$ cat src/hdl/maze_consts.svh
`ifndef MAZE_CONSTS_SVH
`define MAZE_CONSTS_SVH

// Maze size in tiles
`define MAZE_ROWS  17
`define MAZE_COLS  25

// Bits of one row or column index
`define TILE_BITS  5

// Tile edge in pixels
`define TILE_PX    32

// Sub-pixel fraction bits of a position
`define FRAC_BITS  4

// Width of one pixel coordinate, signed
`define POS_W      11

// Last flat address visited by the clear sweep (17 rows of 32 slots)
`define CLEAR_LAST 543

// Tile codes stored in the maze RAM
`define TILE_EMPTY 4'd0
`define TILE_WALL1 4'd1
`define TILE_WALL2 4'd2
`define GATE_RIGHT 4'd3
`define GATE_LEFT  4'd4
`define GATE_UP    4'd5
`define GATE_DOWN  4'd6
`define TILE_BOMB  4'd12

// Bomb bookkeeping
`define BOMB_SLOTS 16
`define BOMB_FUSE  360
`define FUSE_W     9

`endif
$ cat src/hdl/maze_pkg.sv
`default_nettype none

`include "maze_consts.svh"

package maze_pkg;

   // Tile coordinate, row in the upper bits
   typedef struct packed {
      logic [`TILE_BITS-1:0] row;
      logic [`TILE_BITS-1:0] col;
   } tile_pos_t;

   // Same maze word seen as a RAM address or as row and column
   typedef union packed {
      logic [2*`TILE_BITS-1:0] flat;
      tile_pos_t               tile;
   } tile_addr_u;

   // Pixel position of a player
   typedef struct packed {
      logic signed [`POS_W-1:0] x;
      logic signed [`POS_W-1:0] y;
   } pos_t;

   // Pad levels of one player
   typedef struct packed {
      logic up;
      logic down;
      logic left;
      logic right;
      logic drop;
   } pad_t;

   typedef enum logic [1:0] {
      DIR_UP,
      DIR_DOWN,
      DIR_LEFT,
      DIR_RIGHT
   } dir_t;

   // One-cycle strobes from the sequencer to a player
   typedef struct packed {
      logic start;
      dir_t dir;
      logic cancel;
      logic step;
   } move_cmd_t;

   // One slot of the bomb table
   typedef struct packed {
      logic [`FUSE_W-1:0] fuse;
      tile_addr_u         addr;
   } bomb_entry_t;

   typedef struct packed {
      logic                          we;
      logic [$clog2(`BOMB_SLOTS)-1:0] slot;
      bomb_entry_t                   entry;
   } bomb_wr_t;

   // Write strobe toward the maze RAM
   typedef struct packed {
      logic       we;
      tile_addr_u addr;
      logic [3:0] code;
   } maze_wr_t;

endpackage

`default_nettype wire

$ cat src/hdl/maze_game.sv
`timescale 1ns/1ns
`default_nettype none

`include "maze_consts.svh"

module maze_game (
   input  wire                        clk,
   input  wire                        reset_n,
   input  wire                        eof,
   input  wire maze_pkg::pad_t        pad1,
   input  wire maze_pkg::pad_t        pad2,
   output maze_pkg::pos_t             player1_pos,
   output maze_pkg::pos_t             player2_pos,
   output maze_pkg::tile_addr_u       maze_raddr,
   input  wire [3:0]                  maze_rdata,
   output maze_pkg::maze_wr_t         maze_wr
);

   import maze_pkg::*;

   // Sequencer to players
   move_cmd_t                        p1_cmd;
   move_cmd_t                        p2_cmd;
   logic                             p1_moving;
   logic                             p2_moving;
   dir_t                             p1_dir;
   dir_t                             p2_dir;
   tile_pos_t                        p1_goal;
   tile_pos_t                        p2_goal;

   // Sequencer to bomb table
   logic [$clog2(`BOMB_SLOTS)-1:0]   bomb_rd_idx;
   bomb_entry_t                      bomb_rd_entry;
   bomb_wr_t                         bomb_wr;

   game_sequencer u_seq (
      .clk           (clk),
      .reset_n       (reset_n),
      .eof           (eof),
      .pad1          (pad1),
      .pad2          (pad2),
      .p1_cmd        (p1_cmd),
      .p2_cmd        (p2_cmd),
      .p1_moving     (p1_moving),
      .p2_moving     (p2_moving),
      .p1_dir        (p1_dir),
      .p2_dir        (p2_dir),
      .p1_goal       (p1_goal),
      .p2_goal       (p2_goal),
      .p1_pos        (player1_pos),
      .p2_pos        (player2_pos),
      .maze_raddr    (maze_raddr),
      .maze_rdata    (maze_rdata),
      .maze_wr       (maze_wr),
      .bomb_rd_idx   (bomb_rd_idx),
      .bomb_rd_entry (bomb_rd_entry),
      .bomb_wr       (bomb_wr)
   );

   // Player 1 fast, player 2 slow
   player_motion #(
      .START_X (128),
      .START_Y (128),
      .SPEED   (32)
   ) u_player1 (
      .clk       (clk),
      .reset_n   (reset_n),
      .cmd       (p1_cmd),
      .pos       (player1_pos),
      .moving    (p1_moving),
      .dir       (p1_dir),
      .goal_tile (p1_goal)
   );

   player_motion #(
      .START_X (448),
      .START_Y (448),
      .SPEED   (3)
   ) u_player2 (
      .clk       (clk),
      .reset_n   (reset_n),
      .cmd       (p2_cmd),
      .pos       (player2_pos),
      .moving    (p2_moving),
      .dir       (p2_dir),
      .goal_tile (p2_goal)
   );

   bomb_table u_bombs (
      .clk      (clk),
      .rd_idx   (bomb_rd_idx),
      .rd_entry (bomb_rd_entry),
      .wr       (bomb_wr)
   );

endmodule

`default_nettype wire

$ cat src/hdl/game_sequencer.sv
`timescale 1ns/1ns
`default_nettype none

`include "maze_consts.svh"

module game_sequencer (
   input  wire                               clk,
   input  wire                               reset_n,
   input  wire                               eof,
   input  wire maze_pkg::pad_t               pad1,
   input  wire maze_pkg::pad_t               pad2,
   output maze_pkg::move_cmd_t               p1_cmd,
   output maze_pkg::move_cmd_t               p2_cmd,
   input  wire                               p1_moving,
   input  wire                               p2_moving,
   input  wire maze_pkg::dir_t               p1_dir,
   input  wire maze_pkg::dir_t               p2_dir,
   input  wire maze_pkg::tile_pos_t          p1_goal,
   input  wire maze_pkg::tile_pos_t          p2_goal,
   input  wire maze_pkg::pos_t               p1_pos,
   input  wire maze_pkg::pos_t               p2_pos,
   output maze_pkg::tile_addr_u              maze_raddr,
   input  wire [3:0]                         maze_rdata,
   output maze_pkg::maze_wr_t                maze_wr,
   output logic [$clog2(`BOMB_SLOTS)-1:0]    bomb_rd_idx,
   input  wire maze_pkg::bomb_entry_t        bomb_rd_entry,
   output maze_pkg::bomb_wr_t                bomb_wr
);

   import maze_pkg::*;

   localparam int SLOT_W  = $clog2(`BOMB_SLOTS);
   localparam int TILE_SH = $clog2(`TILE_PX);
   localparam logic [SLOT_W-1:0]      SLOT_LAST = SLOT_W'(`BOMB_SLOTS - 1);
   localparam logic [`FUSE_W-1:0]     FUSE_FULL = `FUSE_W'(`BOMB_FUSE);
   localparam logic [`FUSE_W-1:0]     FUSE_ONE  = `FUSE_W'(1);
   localparam logic signed [`POS_W:0] HALF_PX   = (`POS_W + 1)'(`TILE_PX / 2);

   // Sweep, table clear, then per frame two motions, two drops and aging
   typedef enum logic [4:0] {
      S_CLR_WAIT, S_CLR_CHK, S_TBL_CLR, S_IDLE,
      S_MV_BEGIN, S_MV_GOAL, S_MV_ADDR, S_MV_WAIT, S_MV_CHK, S_MV_NEXT,
      S_DR_BEGIN, S_DR_WAIT, S_DR_CHK, S_DR_SCAN, S_DR_NEXT,
      S_AGE_LEAD, S_AGE_SCAN
   } state_t;

   state_t                   state;
   // Player served by the shared motion and drop states, 1 means player 2
   logic                     pl;
   move_cmd_t                cmd_q;
   // Slot whose entry shows on bomb_rd_entry in this cycle
   logic [SLOT_W-1:0]        chk_idx;

   logic                     cur_moving;
   dir_t                     cur_dir;
   tile_pos_t                cur_goal;
   pos_t                     cur_pos;
   pad_t                     cur_pad;

   logic                     key_any;
   dir_t                     key_dir;
   logic signed [`POS_W:0]   drop_x;
   logic signed [`POS_W:0]   drop_y;
   tile_pos_t                drop_tile;

   logic                     is_gate;
   logic                     gate_ok;
   logic                     blocked;
   logic [3:0]               flip_code;

   // Select the player being served
   assign cur_moving = pl ? p2_moving : p1_moving;
   assign cur_dir    = pl ? p2_dir : p1_dir;
   assign cur_goal   = pl ? p2_goal : p1_goal;
   assign cur_pos    = pl ? p2_pos : p1_pos;
   assign cur_pad    = pl ? pad2 : pad1;

   // Strobes go only to the player being served
   assign p1_cmd = pl ? move_cmd_t'('0) : cmd_q;
   assign p2_cmd = pl ? cmd_q : move_cmd_t'('0);

   // Key priority up, down, right, left
   always_comb
   begin
      key_any = cur_pad.up | cur_pad.down | cur_pad.right | cur_pad.left;
      if (cur_pad.up)
         key_dir = DIR_UP;
      else if (cur_pad.down)
         key_dir = DIR_DOWN;
      else if (cur_pad.right)
         key_dir = DIR_RIGHT;
      else
         key_dir = DIR_LEFT;
   end

   // Bomb lands on the tile the player mostly covers
   assign drop_x        = cur_pos.x + HALF_PX;
   assign drop_y        = cur_pos.y + HALF_PX;
   assign drop_tile.row = drop_y[TILE_SH +: `TILE_BITS];
   assign drop_tile.col = drop_x[TILE_SH +: `TILE_BITS];

   // Gate decode against the direction of the pending move
   always_comb
   begin
      gate_ok   = 1'b0;
      flip_code = maze_rdata;
      case (maze_rdata)
         `GATE_RIGHT:
         begin
            gate_ok   = (cur_dir == DIR_RIGHT);
            flip_code = `GATE_LEFT;
         end
         `GATE_LEFT:
         begin
            gate_ok   = (cur_dir == DIR_LEFT);
            flip_code = `GATE_RIGHT;
         end
         `GATE_UP:
         begin
            gate_ok   = (cur_dir == DIR_UP);
            flip_code = `GATE_DOWN;
         end
         `GATE_DOWN:
         begin
            gate_ok   = (cur_dir == DIR_DOWN);
            flip_code = `GATE_UP;
         end
         default:
            gate_ok = 1'b0;
      endcase
   end

   assign is_gate = maze_rdata inside {`GATE_RIGHT, `GATE_LEFT, `GATE_UP, `GATE_DOWN};
   // Walls, bombs and gates taken the wrong way stop the move
   assign blocked = (maze_rdata inside {`TILE_WALL1, `TILE_WALL2, `TILE_BOMB})
                    || (is_gate && !gate_ok);

   always_ff @(posedge clk or negedge reset_n)
   begin
      if (!reset_n)
      begin
         state       <= S_CLR_WAIT;
         pl          <= 1'b0;
         cmd_q       <= '0;
         maze_raddr  <= '0;
         maze_wr     <= '0;
         bomb_rd_idx <= '0;
         chk_idx     <= '0;
         bomb_wr     <= '0;
      end
      else
      begin
         // All strobes are single cycle
         cmd_q      <= '0;
         maze_wr.we <= 1'b0;
         bomb_wr.we <= 1'b0;
         // Table read has one cycle of latency
         chk_idx    <= bomb_rd_idx;
         case (state)
            // Clear sweep, one cycle for the RAM read then the check
            S_CLR_WAIT:
               state <= S_CLR_CHK;
            S_CLR_CHK:
            begin
               if (maze_rdata == `TILE_BOMB)
                  maze_wr <= '{we: 1'b1, addr: maze_raddr, code: `TILE_EMPTY};
               maze_raddr.flat <= maze_raddr.flat + 1'b1;
               if (maze_raddr.flat == `CLEAR_LAST)
                  state <= S_TBL_CLR;
               else
                  state <= S_CLR_WAIT;
            end
            // Zero every slot, read index doubles as the counter
            S_TBL_CLR:
            begin
               bomb_wr     <= '{we: 1'b1, slot: bomb_rd_idx, entry: '0};
               bomb_rd_idx <= bomb_rd_idx + 1'b1;
               if (bomb_rd_idx == SLOT_LAST)
                  state <= S_IDLE;
            end
            S_IDLE:
               if (eof)
                  state <= S_MV_BEGIN;
            // A moving player only steps, a resting one may start
            S_MV_BEGIN:
            begin
               if (cur_moving)
               begin
                  cmd_q.step <= 1'b1;
                  state      <= S_MV_NEXT;
               end
               else if (key_any)
               begin
                  cmd_q.start <= 1'b1;
                  cmd_q.dir   <= key_dir;
                  state       <= S_MV_GOAL;
               end
               else
                  state <= S_MV_NEXT;
            end
            // Goal tile settles in the player at the end of this cycle
            S_MV_GOAL:
               state <= S_MV_ADDR;
            S_MV_ADDR:
            begin
               maze_raddr.tile <= cur_goal;
               state           <= S_MV_WAIT;
            end
            S_MV_WAIT:
               state <= S_MV_CHK;
            S_MV_CHK:
            begin
               if (blocked)
                  cmd_q.cancel <= 1'b1;
               else
               begin
                  cmd_q.step <= 1'b1;
                  // Passed gate turns round
                  if (is_gate)
                     maze_wr <= '{we: 1'b1, addr: maze_raddr, code: flip_code};
               end
               state <= S_MV_NEXT;
            end
            // Strobe is still routed by pl here
            S_MV_NEXT:
            begin
               pl    <= !pl;
               state <= pl ? S_DR_BEGIN : S_MV_BEGIN;
            end
            S_DR_BEGIN:
            begin
               bomb_rd_idx <= '0;
               if (cur_pad.drop)
               begin
                  maze_raddr.tile <= drop_tile;
                  state           <= S_DR_WAIT;
               end
               else
                  state <= S_DR_NEXT;
            end
            S_DR_WAIT:
               state <= S_DR_CHK;
            S_DR_CHK:
            begin
               bomb_rd_idx <= bomb_rd_idx + 1'b1;
               state       <= (maze_rdata == `TILE_EMPTY) ? S_DR_SCAN : S_DR_NEXT;
            end
            // First free slot takes the bomb, a full table drops the request
            S_DR_SCAN:
            begin
               bomb_rd_idx <= bomb_rd_idx + 1'b1;
               if (bomb_rd_entry.fuse == '0)
               begin
                  bomb_wr <= '{we: 1'b1, slot: chk_idx,
                               entry: '{fuse: FUSE_FULL, addr: maze_raddr}};
                  maze_wr <= '{we: 1'b1, addr: maze_raddr, code: `TILE_BOMB};
                  state   <= S_DR_NEXT;
               end
               else if (chk_idx == SLOT_LAST)
                  state <= S_DR_NEXT;
            end
            S_DR_NEXT:
            begin
               pl          <= !pl;
               bomb_rd_idx <= '0;
               state       <= pl ? S_AGE_LEAD : S_DR_BEGIN;
            end
            S_AGE_LEAD:
            begin
               bomb_rd_idx <= bomb_rd_idx + 1'b1;
               state       <= S_AGE_SCAN;
            end
            // One slot per cycle, expired bombs leave maze and table
            S_AGE_SCAN:
            begin
               bomb_rd_idx <= bomb_rd_idx + 1'b1;
               if (bomb_rd_entry.fuse == FUSE_ONE)
               begin
                  maze_wr <= '{we: 1'b1, addr: bomb_rd_entry.addr, code: `TILE_EMPTY};
                  bomb_wr <= '{we: 1'b1, slot: chk_idx, entry: '0};
               end
               else if (bomb_rd_entry.fuse != '0)
                  bomb_wr <= '{we: 1'b1, slot: chk_idx,
                               entry: '{fuse: bomb_rd_entry.fuse - 1'b1,
                                        addr: bomb_rd_entry.addr}};
               if (chk_idx == SLOT_LAST)
                  state <= S_IDLE;
            end
            default:
               state <= S_IDLE;
         endcase
      end
   end

   // Goal tiles, drop tiles and stored bomb tiles all stay inside the sweep range
   assert property (@(posedge clk) disable iff (!reset_n)
      maze_wr.we |-> maze_wr.addr.flat <= `CLEAR_LAST);

   // Never two motion strobes at once, over both players
   assert property (@(posedge clk) disable iff (!reset_n)
      $onehot0({p1_cmd.start, p1_cmd.cancel, p1_cmd.step,
                p2_cmd.start, p2_cmd.cancel, p2_cmd.step}));

endmodule

`default_nettype wire

$ cat src/hdl/bomb_table.sv
`timescale 1ns/1ns
`default_nettype none

`include "maze_consts.svh"

module bomb_table (
   input  wire                               clk,
   input  wire [$clog2(`BOMB_SLOTS)-1:0]     rd_idx,
   output maze_pkg::bomb_entry_t             rd_entry,
   input  wire maze_pkg::bomb_wr_t           wr
);

   import maze_pkg::*;

   // Fuse and maze tile of each live bomb, fuse zero marks a free slot
   bomb_entry_t mem [`BOMB_SLOTS];

   always_ff @(posedge clk)
   begin
      if (wr.we)
         mem[wr.slot] <= wr.entry;
   end

   // Registered read, entry follows rd_idx by one cycle
   always_ff @(posedge clk)
   begin
      rd_entry <= mem[rd_idx];
   end

   // Fresh drops carry the full fuse and aging only counts down
   assert property (@(posedge clk)
      wr.we |-> wr.entry.fuse <= `BOMB_FUSE);

endmodule

`default_nettype wire

$ cat src/hdl/player_motion.sv
`timescale 1ns/1ns
`default_nettype none

`include "maze_consts.svh"

module player_motion #(
   // Start position in pixels
   parameter int START_X = 0,
   parameter int START_Y = 0,
   // Sixteenths of a pixel per frame
   parameter int SPEED   = 16
) (
   input  wire                          clk,
   input  wire                          reset_n,
   input  wire maze_pkg::move_cmd_t     cmd,
   output maze_pkg::pos_t               pos,
   output logic                         moving,
   output maze_pkg::dir_t               dir,
   output maze_pkg::tile_pos_t          goal_tile
);

   import maze_pkg::*;

   localparam int FP_W    = `POS_W + `FRAC_BITS;
   // Fixed-point bit where the tile index starts
   localparam int TILE_SH = `FRAC_BITS + $clog2(`TILE_PX);
   localparam logic signed [FP_W-1:0] TILE_FP = FP_W'(`TILE_PX * (1 << `FRAC_BITS));
   localparam logic signed [FP_W-1:0] VEL     = FP_W'(SPEED);
   localparam logic signed [FP_W-1:0] X0      = FP_W'(START_X * (1 << `FRAC_BITS));
   localparam logic signed [FP_W-1:0] Y0      = FP_W'(START_Y * (1 << `FRAC_BITS));

   // Positions and goal in fixed point
   logic signed [FP_W-1:0] x_fp;
   logic signed [FP_W-1:0] y_fp;
   logic signed [FP_W-1:0] goal_x;
   logic signed [FP_W-1:0] goal_y;
   // Per-frame velocity, one axis nonzero while moving
   logic signed [FP_W-1:0] vx;
   logic signed [FP_W-1:0] vy;
   logic signed [FP_W-1:0] x_next;
   logic signed [FP_W-1:0] y_next;
   logic                   x_done;
   logic                   y_done;

   assign x_next = x_fp + vx;
   assign y_next = y_fp + vy;

   // Reaching or passing the goal on an axis, idle axis counts as done
   assign x_done = (vx == 0) || ((vx > 0) ? (x_next >= goal_x) : (x_next <= goal_x));
   assign y_done = (vy == 0) || ((vy > 0) ? (y_next >= goal_y) : (y_next <= goal_y));

   always_ff @(posedge clk or negedge reset_n)
   begin
      if (!reset_n)
      begin
         x_fp   <= X0;
         y_fp   <= Y0;
         goal_x <= X0;
         goal_y <= Y0;
         vx     <= '0;
         vy     <= '0;
         moving <= 1'b0;
         dir    <= DIR_UP;
      end
      else if (cmd.start)
      begin
         // Goal one tile away along the requested axis
         dir    <= cmd.dir;
         moving <= 1'b1;
         goal_x <= x_fp;
         goal_y <= y_fp;
         vx     <= '0;
         vy     <= '0;
         case (cmd.dir)
            DIR_UP:
            begin
               goal_y <= y_fp - TILE_FP;
               vy     <= -VEL;
            end
            DIR_DOWN:
            begin
               goal_y <= y_fp + TILE_FP;
               vy     <= VEL;
            end
            DIR_LEFT:
            begin
               goal_x <= x_fp - TILE_FP;
               vx     <= -VEL;
            end
            default:
            begin
               goal_x <= x_fp + TILE_FP;
               vx     <= VEL;
            end
         endcase
      end
      else if (cmd.cancel)
      begin
         // Back to the tile we stand on
         goal_x <= x_fp;
         goal_y <= y_fp;
         vx     <= '0;
         vy     <= '0;
         moving <= 1'b0;
      end
      else if (cmd.step && moving)
      begin
         if (x_done && y_done)
         begin
            // Snap onto the goal, no overshoot
            x_fp   <= goal_x;
            y_fp   <= goal_y;
            moving <= 1'b0;
         end
         else
         begin
            x_fp <= x_next;
            y_fp <= y_next;
         end
      end
   end

   assign pos.x         = x_fp[FP_W-1:`FRAC_BITS];
   assign pos.y         = y_fp[FP_W-1:`FRAC_BITS];
   assign goal_tile.row = goal_y[TILE_SH +: `TILE_BITS];
   assign goal_tile.col = goal_x[TILE_SH +: `TILE_BITS];

   // Sequencer only starts a player that has come to rest
   assert property (@(posedge clk) disable iff (!reset_n)
      cmd.start |-> !moving);

endmodule

`default_nettype wire

$ cat config.mk
export PLATFORM = sky130hd
export DESIGN_NAME = maze_game
export DESIGN_NICKNAME = d
export VERILOG_FILES = /design/src/hdl/maze_pkg.sv /design/src/hdl/maze_game.sv /design/src/hdl/game_sequencer.sv /design/src/hdl/bomb_table.sv /design/src/hdl/player_motion.sv
export VERILOG_INCLUDE_DIRS = /design/src /design/src/hdl
export SDC_FILE = /design/constraint.sdc
export NUM_CORES = 1
export LEC_CHECK = 0
export ABC_AREA = 0
export BUFFER_PORTS_ARGS = -buffer_cell sky130_fd_sc_hd__buf_2
export CAP_MARGIN = 15
export CORE_MARGIN = 2
export CORE_UTILIZATION = 54
export CTS_CLUSTER_SIZE = 24
export DETAILED_ROUTE_END_ITERATION = 10
export GPL_ROUTABILITY_DRIVEN = 1
export PLACE_DENSITY = 0.81
export RECOVER_POWER = 100
export SLEW_MARGIN = 30
export SYNTH_ARGS = -nofsm -noshare
export SYNTH_HDL_FRONTEND = slang
export SYNTH_SLANG_ARGS = --single-unit
$ cat constraint.sdc
create_clock -name clk -period 14.25 [get_ports clk]
set_clock_uncertainty 0.2 [all_clocks]
set_input_delay 0.7125 -clock clk [delete_from_list [all_inputs] [get_ports clk]]
set_output_delay 0.7125 -clock clk [all_outputs]
set_load 0.1 [all_outputs]
# == Yosys cells after proc, flatten, opt, wreduce, memory -nomap -nowiden ==
# Memory sizes are Yosys's and may differ from the RTL's. A register that Yosys moved wholly into a read port is not among the register bits.
# Index checks and enable logic that the tools add are counted.
# totals
mem_count,1
reg_bits,254
output_inout_bits,69
ramBits,304
latchBits,0
inputBits,17
romBits,0
# op_classes
shifts,0
n_addsub,17
div_mod_pow,0
muxes,86
bitwise_logic,7
eq_ne,45
reduce_logical,48
multipliers,0
magnitude_cmp,12
# mem_list
name,depth,width,rd,rd_ports_with_merged_regs,write_ports,line_no,source
u_bombs.mem,16,19,1,1,1,bomb_table.sv:16,bomb_entry_t mem [`BOMB_SLOTS];
# op_table
cell,count
$mux 15,23
$pmux 15 s2,8
$logic_not 32->1,4
$pmux 5 s17,1
$mux 24,3
$pmux 24 s3,1
$add 15x11->15 const B,4
$add 15x15->15,4
$ge 15x15->1,4
$gt 15x1->1 const B,4
$le 15x15->1,4
$pmux 15 s4,1
$sub 15x11->15 const B,4
$eq 5x4->1 const B,8
$mux 5,8
$pmux 10 s3,1
$mux 21,1
$reduce_bool 3->1,7
$add 10x6->10 const B,2
$eq 5x3->1 const B,4
$mux 1,20
$mux 10,2
$pmux 4 s4,1
$mux 3,5
40 further kinds,91

# == Depth between registers and ports, before layout ==
# logic_depth
word_depth,9
ltp_mapped,21
depth_no_buf,19

# == Cells and area by module ==
# A second synthesis with hierarchy kept.
# unflattened
hier_cells,2180
area_unflattened_um2,27000.9
# modules_own_cells
module,area_per_inst_um2,cells_each,n_inst,seq_area_each_um2
bomb_table,11845.1,507,1,9509.1
player_motion at u_player2,5724.2,642,1,1741.7
player_motion at u_player1,5165.0,561,1,1681.6
game_sequencer,4266.6,470,1,1701.6

# == Least setup slack after synthesis ==
# OpenSTA, ideal clock, no wires.
# synth_timing
path_type,flip-flop to flip-flop
from,reg u_player1.y_fp[5]
to,reg u_player1.x_fp[14]
t_arrival_ps,4340
slack_ps,9584
synth_period_minus_slack_ps,4666
setup_time_ps,126
n_path_buf,1
path_stages_with_launch,21
path_cell_list,dfrtp_1 > ha_1 > fa_1 > a21o_1 > a21oi_1 > nor2_1 > a211o_1 > a21o_1 > a21o_1 > xnor2_1 > inv_1 > ha_1 > nand4_1 > or4_1 > and4b_1 > nand4_1 > nand4_2 > a221oi_4 > buf_6 > nor2_1 > a221o_1
# synth_via
elab_chain_cells,6
word_cells_on_any_way,7
# synth_lines
item,line_no,source
from (decl),player_motion.sv:34,logic signed [FP_W-1:0] y_fp;
from (signal assigned),player_motion.sv:112,y_fp <= goal_y;
from (signal assigned),player_motion.sv:118,y_fp <= y_next;
$add 15x15->15 (*),player_motion.sv:46,assign y_next = y_fp + vy;
$le 15x15->1 or $ge 15x15->1 (tied branches),player_motion.sv:50,assign y_done = (vy == 0) || ((vy > 0) ? (y_next >= goal_y) : (y_next <= goal_y));
$mux 1 (*),player_motion.sv:50,
$logic_or 1x1->1 (*),player_motion.sv:50,
$logic_and 1x1->1 (*),player_motion.sv:108,if (x_done && y_done)
$mux 15 (*),player_motion.sv:108,
to (signal assigned),player_motion.sv:111,x_fp <= goal_x;
to (signal assigned),player_motion.sv:117,x_fp <= x_next;
to (decl),player_motion.sv:33,logic signed [FP_W-1:0] x_fp;
# Mark *: on every way between the ends. The rest lies on a longest branch, timed or not.
# A chain may end at the register's enable or synchronous reset.

==> impl_metrics.env <==
export IMPL_violations="max-capacitance violations, max-slew violations"
export IMPL_hold_viol_final=0
export IMPL_ys_flop_type="edfxtp_1"
export IMPL_power_density_mw_per_mm2=201
export IMPL_cp_end_kind="async pin"
export IMPL_synth_compound_area_frac=0.106
export IMPL_track_usage=0.258
export IMPL_portBuffers=85
export IMPL_syn_instance_count=2089
export IMPL_tns_ns=0
export IMPL_first_pass_iters=6
export IMPL_stdcell_count=2785
export IMPL_synth_area_mm2=0.0264
export IMPL_synth_top_family_by_area="multiplexers"
export IMPL_ys_ff_latch=527
export IMPL_root_buffer="clkbuf_16"
export IMPL_multi_input_area_mm2=0.0106
export IMPL_synth_xor_area_frac=0.0256
export IMPL_grt_start_max_net_pins=99
export IMPL_synth_edff_count=304
export IMPL_cts_tree="built"
export IMPL_yosysSeqAreaShare=0.555
export IMPL_status="finished with violations"
export IMPL_cp_start_kind="primary input"
export IMPL_cts_htree_levels=2
export IMPL_critPathRequiredTime_ns=14.10
export IMPL_die_w_um=225
export IMPL_slowest_stage="clkbuf_1"
export IMPL_rsz0062_at_grt="no"
export IMPL_dp_cells=2683
export IMPL_synth_simple_area_share=0.0874
export IMPL_nFillCells=3628
export IMPL_fin_nets=2277
export IMPL_initial_core_util=0.550
export IMPL_drv_cap=26
export IMPL_path_cells="dlygate4sd3_1 -> clkbuf_1 -> clkbuf_1"
export IMPL_critical_path_class="primary input to async pin"
export IMPL_yosys_top_cells_area="edfxtp_1, dfrtp_1, mux4_2, ha_1, o21ai_0"
export IMPL_ys_types=74
export IMPL_syn_mean_instance_area_um2=12.6
export IMPL_grt_ovfl_total=0
export IMPL_rows=80
export IMPL_postCtsSetupBuffers=0
export IMPL_final_util=0.600
export IMPL_drt_iter0_drc=1766
export IMPL_wl_per_cell_um=23.0
export IMPL_core_mm2=0.0479
export IMPL_areaGrowthSynthToFinish_pct=9.06
export IMPL_drc_errors=0
export IMPL_yosys_area_top_type_share=0.346
export IMPL_vias_per_cell=6.30
export IMPL_worst_skew_pair_late_latency_ns=0.61
export IMPL_synth_top_area_cell="edfxtp_1"
export IMPL_hold_path_class="primary input to register"
export IMPL_cp_num_buf_inv=3
export IMPL_antenna_left=0
export IMPL_grt_pass1_vias=17600
export IMPL_dr_total_vias=17500
export IMPL_cts_resized=0
export IMPL_cts_clk_slew_worst_paths_ns=0.06
export IMPL_leakage_nw=11.4
export IMPL_dp_hpwl_um=40700
export IMPL_clockBufferDepth=3
export IMPL_slew_viol_final=811
export IMPL_path_common_cell="clkbuf_1"
export IMPL_hold_buffers=1
export IMPL_crit_family="buffers and inverters"
export IMPL_relSlewSlack=-2.78
export IMPL_period_share=0.541
export IMPL_regArea_mm2=0.0146
export IMPL_async_flop_share=0.387
export IMPL_min_period_ns=7.70
export IMPL_cts_sinks=527
export IMPL_post_route_cells_drive_above_1_share=0.124
export IMPL_drt_wl_total_um=64200
export IMPL_gp_congestion=0.891
export IMPL_pre_cts_ws_ns=8.37
export IMPL_max_freq_mhz=130
export IMPL_die_area_mm2=0.0506
export IMPL_crit_fanout=98
export IMPL_cts_buffers=53
export IMPL_syn_nets=2242
export IMPL_power_total_mw=5.79
export IMPL_synth_adder_area_share=0.0668
export IMPL_layout_setup_ws_ns=6.55
export IMPL_setup_violations=0
export IMPL_arrival_ns=7.55
export IMPL_antenna_found_initial=2
export IMPL_synthMuxAreaShare=0.116
export IMPL_worst_pin_slew_ns=5.66
export IMPL_peakVddDrop_mv=0.159
export IMPL_pin_count=86
export IMPL_grt_pass1_wl_um=100000
export IMPL_die_h_um=225
export IMPL_yosys_warnings=0
export IMPL_cp_slowest_stage_delay_ns=3.92
==> cells in the final DEF (no fill, tap or decap), drive strengths merged, types with 15 or more instances in the layout <==
| cell type | instances |
|---|---|
| edfxtp | 304 |
| and3 | 15 |
| a221o | 16 |
| a211oi | 17 |
| a21o | 26 |
| buf | 19 |
| inv | 117 |
| xor2 | 29 |
| nor3 | 25 |
| mux2 | 36 |
| nand3 | 53 |
| a21oi | 98 |
| o211ai | 17 |
| dfstp | 16 |
| o21ai | 137 |
| nand4 | 23 |
| nor2b | 33 |
| dfxtp | 19 |
| xnor2 | 48 |
| mux2i | 52 |
| clkinv | 21 |
| ha | 128 |
| mux4 | 95 |
| dfrtp | 188 |
| clkbuf | 161 |
| nand2 | 170 |
| nor2 | 113 |
==> final timing paths <==
check / slack (ns) / start / depth (start not counted) / endpoint
max: 6.55 / reset_n / 3 / u_seq.maze_wr[12]
max in group clk: 7.05 / u_player1.vy[13] / 19 / u_player1.x_fp[14]
max reg2reg: 7.05 / u_player1.vy[13] / 19 / u_player1.x_fp[14]
min: 0.28 / pad1[3] / 3 / u_seq.cmd_q[3]
min in group asynchronous: 2.53 / reset_n / 2 / u_player1.goal_x[1]
min reg2reg: 0.28 / u_seq.maze_wr[3] / 1 / u_seq.maze_wr[3]
==> sequential cells by signal (all words and copies together) (netlist names), 10 cells and up <==
| signal | flops |
|---|---|
| u_player2.y_fp | 15 |
| u_player1.x_fp | 15 |
| u_seq.bomb_wr | 24 |
| u_player1.goal_x | 15 |
| u_player1.y_fp | 15 |
| u_seq.maze_wr | 15 |
| u_seq.maze_raddr | 10 |
| u_player2.x_fp | 15 |
| u_bombs.rd_entry | 19 |
| u_player2.goal_y | 15 |
| u_bombs.mem | 304 |
| u_player1.goal_y | 15 |
| u_player2.goal_x | 15 |
==> cell usage after synthesis (10+ instances only) <==
cell and count:
a211oi_1 17, a21o_1 26, a21oi_1 98, a221o_1 16, a222oi_1 10, a22o_1 11
and3_1 15, buf_1 16, buf_2 10, buf_4 45, clkbuf_1 62, dfrtp_1 188
dfstp_2 16, dfxtp_1 19, edfxtp_1 304, ha_1 128, inv_1 116, mux2_2 36
mux2i_1 52, mux4_2 95, nand2_1 169, nand2b_1 14, nand3_1 53, nand4_1 22
nor2_1 113, nor2b_1 33, nor3_1 24, o211ai_1 17, o21a_1 11, o21ai_0 135
o21bai_1 11, xnor2_1 48, xor2_1 29
==> metal layers <==
layer  GRT usage  share of wire
met1       0.328           0.39
met2       0.437           0.49
met3      0.0439          0.079
met4       0.112          0.039
met5           0              0
==> worst register-to-register path, cell delays in order, from the launching register on <==
cell,delay (ns)
dfrtp_1,0.59
fa_1,0.53
a21o_1,0.17
a21oi_1,0.24
nor2_1,0.09
a211o_1,0.31
a21o_1,0.19
a21o_1,0.18
xnor2_1,0.19
inv_1,0.07
ha_1,0.29
nand4_1,0.17
or4_1,0.58
and4b_1,0.19
nand4_1,0.09
nand4_2,0.08
a221oi_1,1.45
clkbuf_1,0.95
nor2_1,0.18
a221o_1,0.37
==> area by class of cell <==
class	count	area share
diodes	1	0.0000870
clock buffers	67	0.0497
clock inverters	33	0.0143
inverters	116	0.0151
multi-input cells	1312	0.369
flip-flops and latches	527	0.509
well taps	615	0.0268
repair buffers	114	0.0163
==> cells by family (layout without fill, tap and decap cells) <==
| kind of cell | Yosys count | count (layout) |
|---|---|---|
| adders and majority gates | 136 | 136 |
| buffers and inverters | 250 | 330 |
| AOI/OAI and AO/OA | 428 | 428 |
| muxes | 183 | 183 |
| other | 0 | 1 |
| xor gates and xnor gates | 77 | 77 |
| DFF | 527 | 527 |
| and+or+nand+nor | 488 | 488 |
==> stage by stage <==
stage / hold slack (ns) / cell area [um2]
6_report: 0.282 / 28800
5_1_grt: 0.266 / 28700
4_1_cts: 0.248 / 29100
3_5_place_dp: 0.273 / 27200
3_3_place_gp: 0.253 / 27200
2_1_floorplan: 0.152 / 26400
==> power by group <==
group,internal [mW],switching [mW]
combinational,0.855,1.34
clock,0.845,0.613
sequential,1.83,0.308
total,3.53,2.26
(Power assumes the default switching activity.)
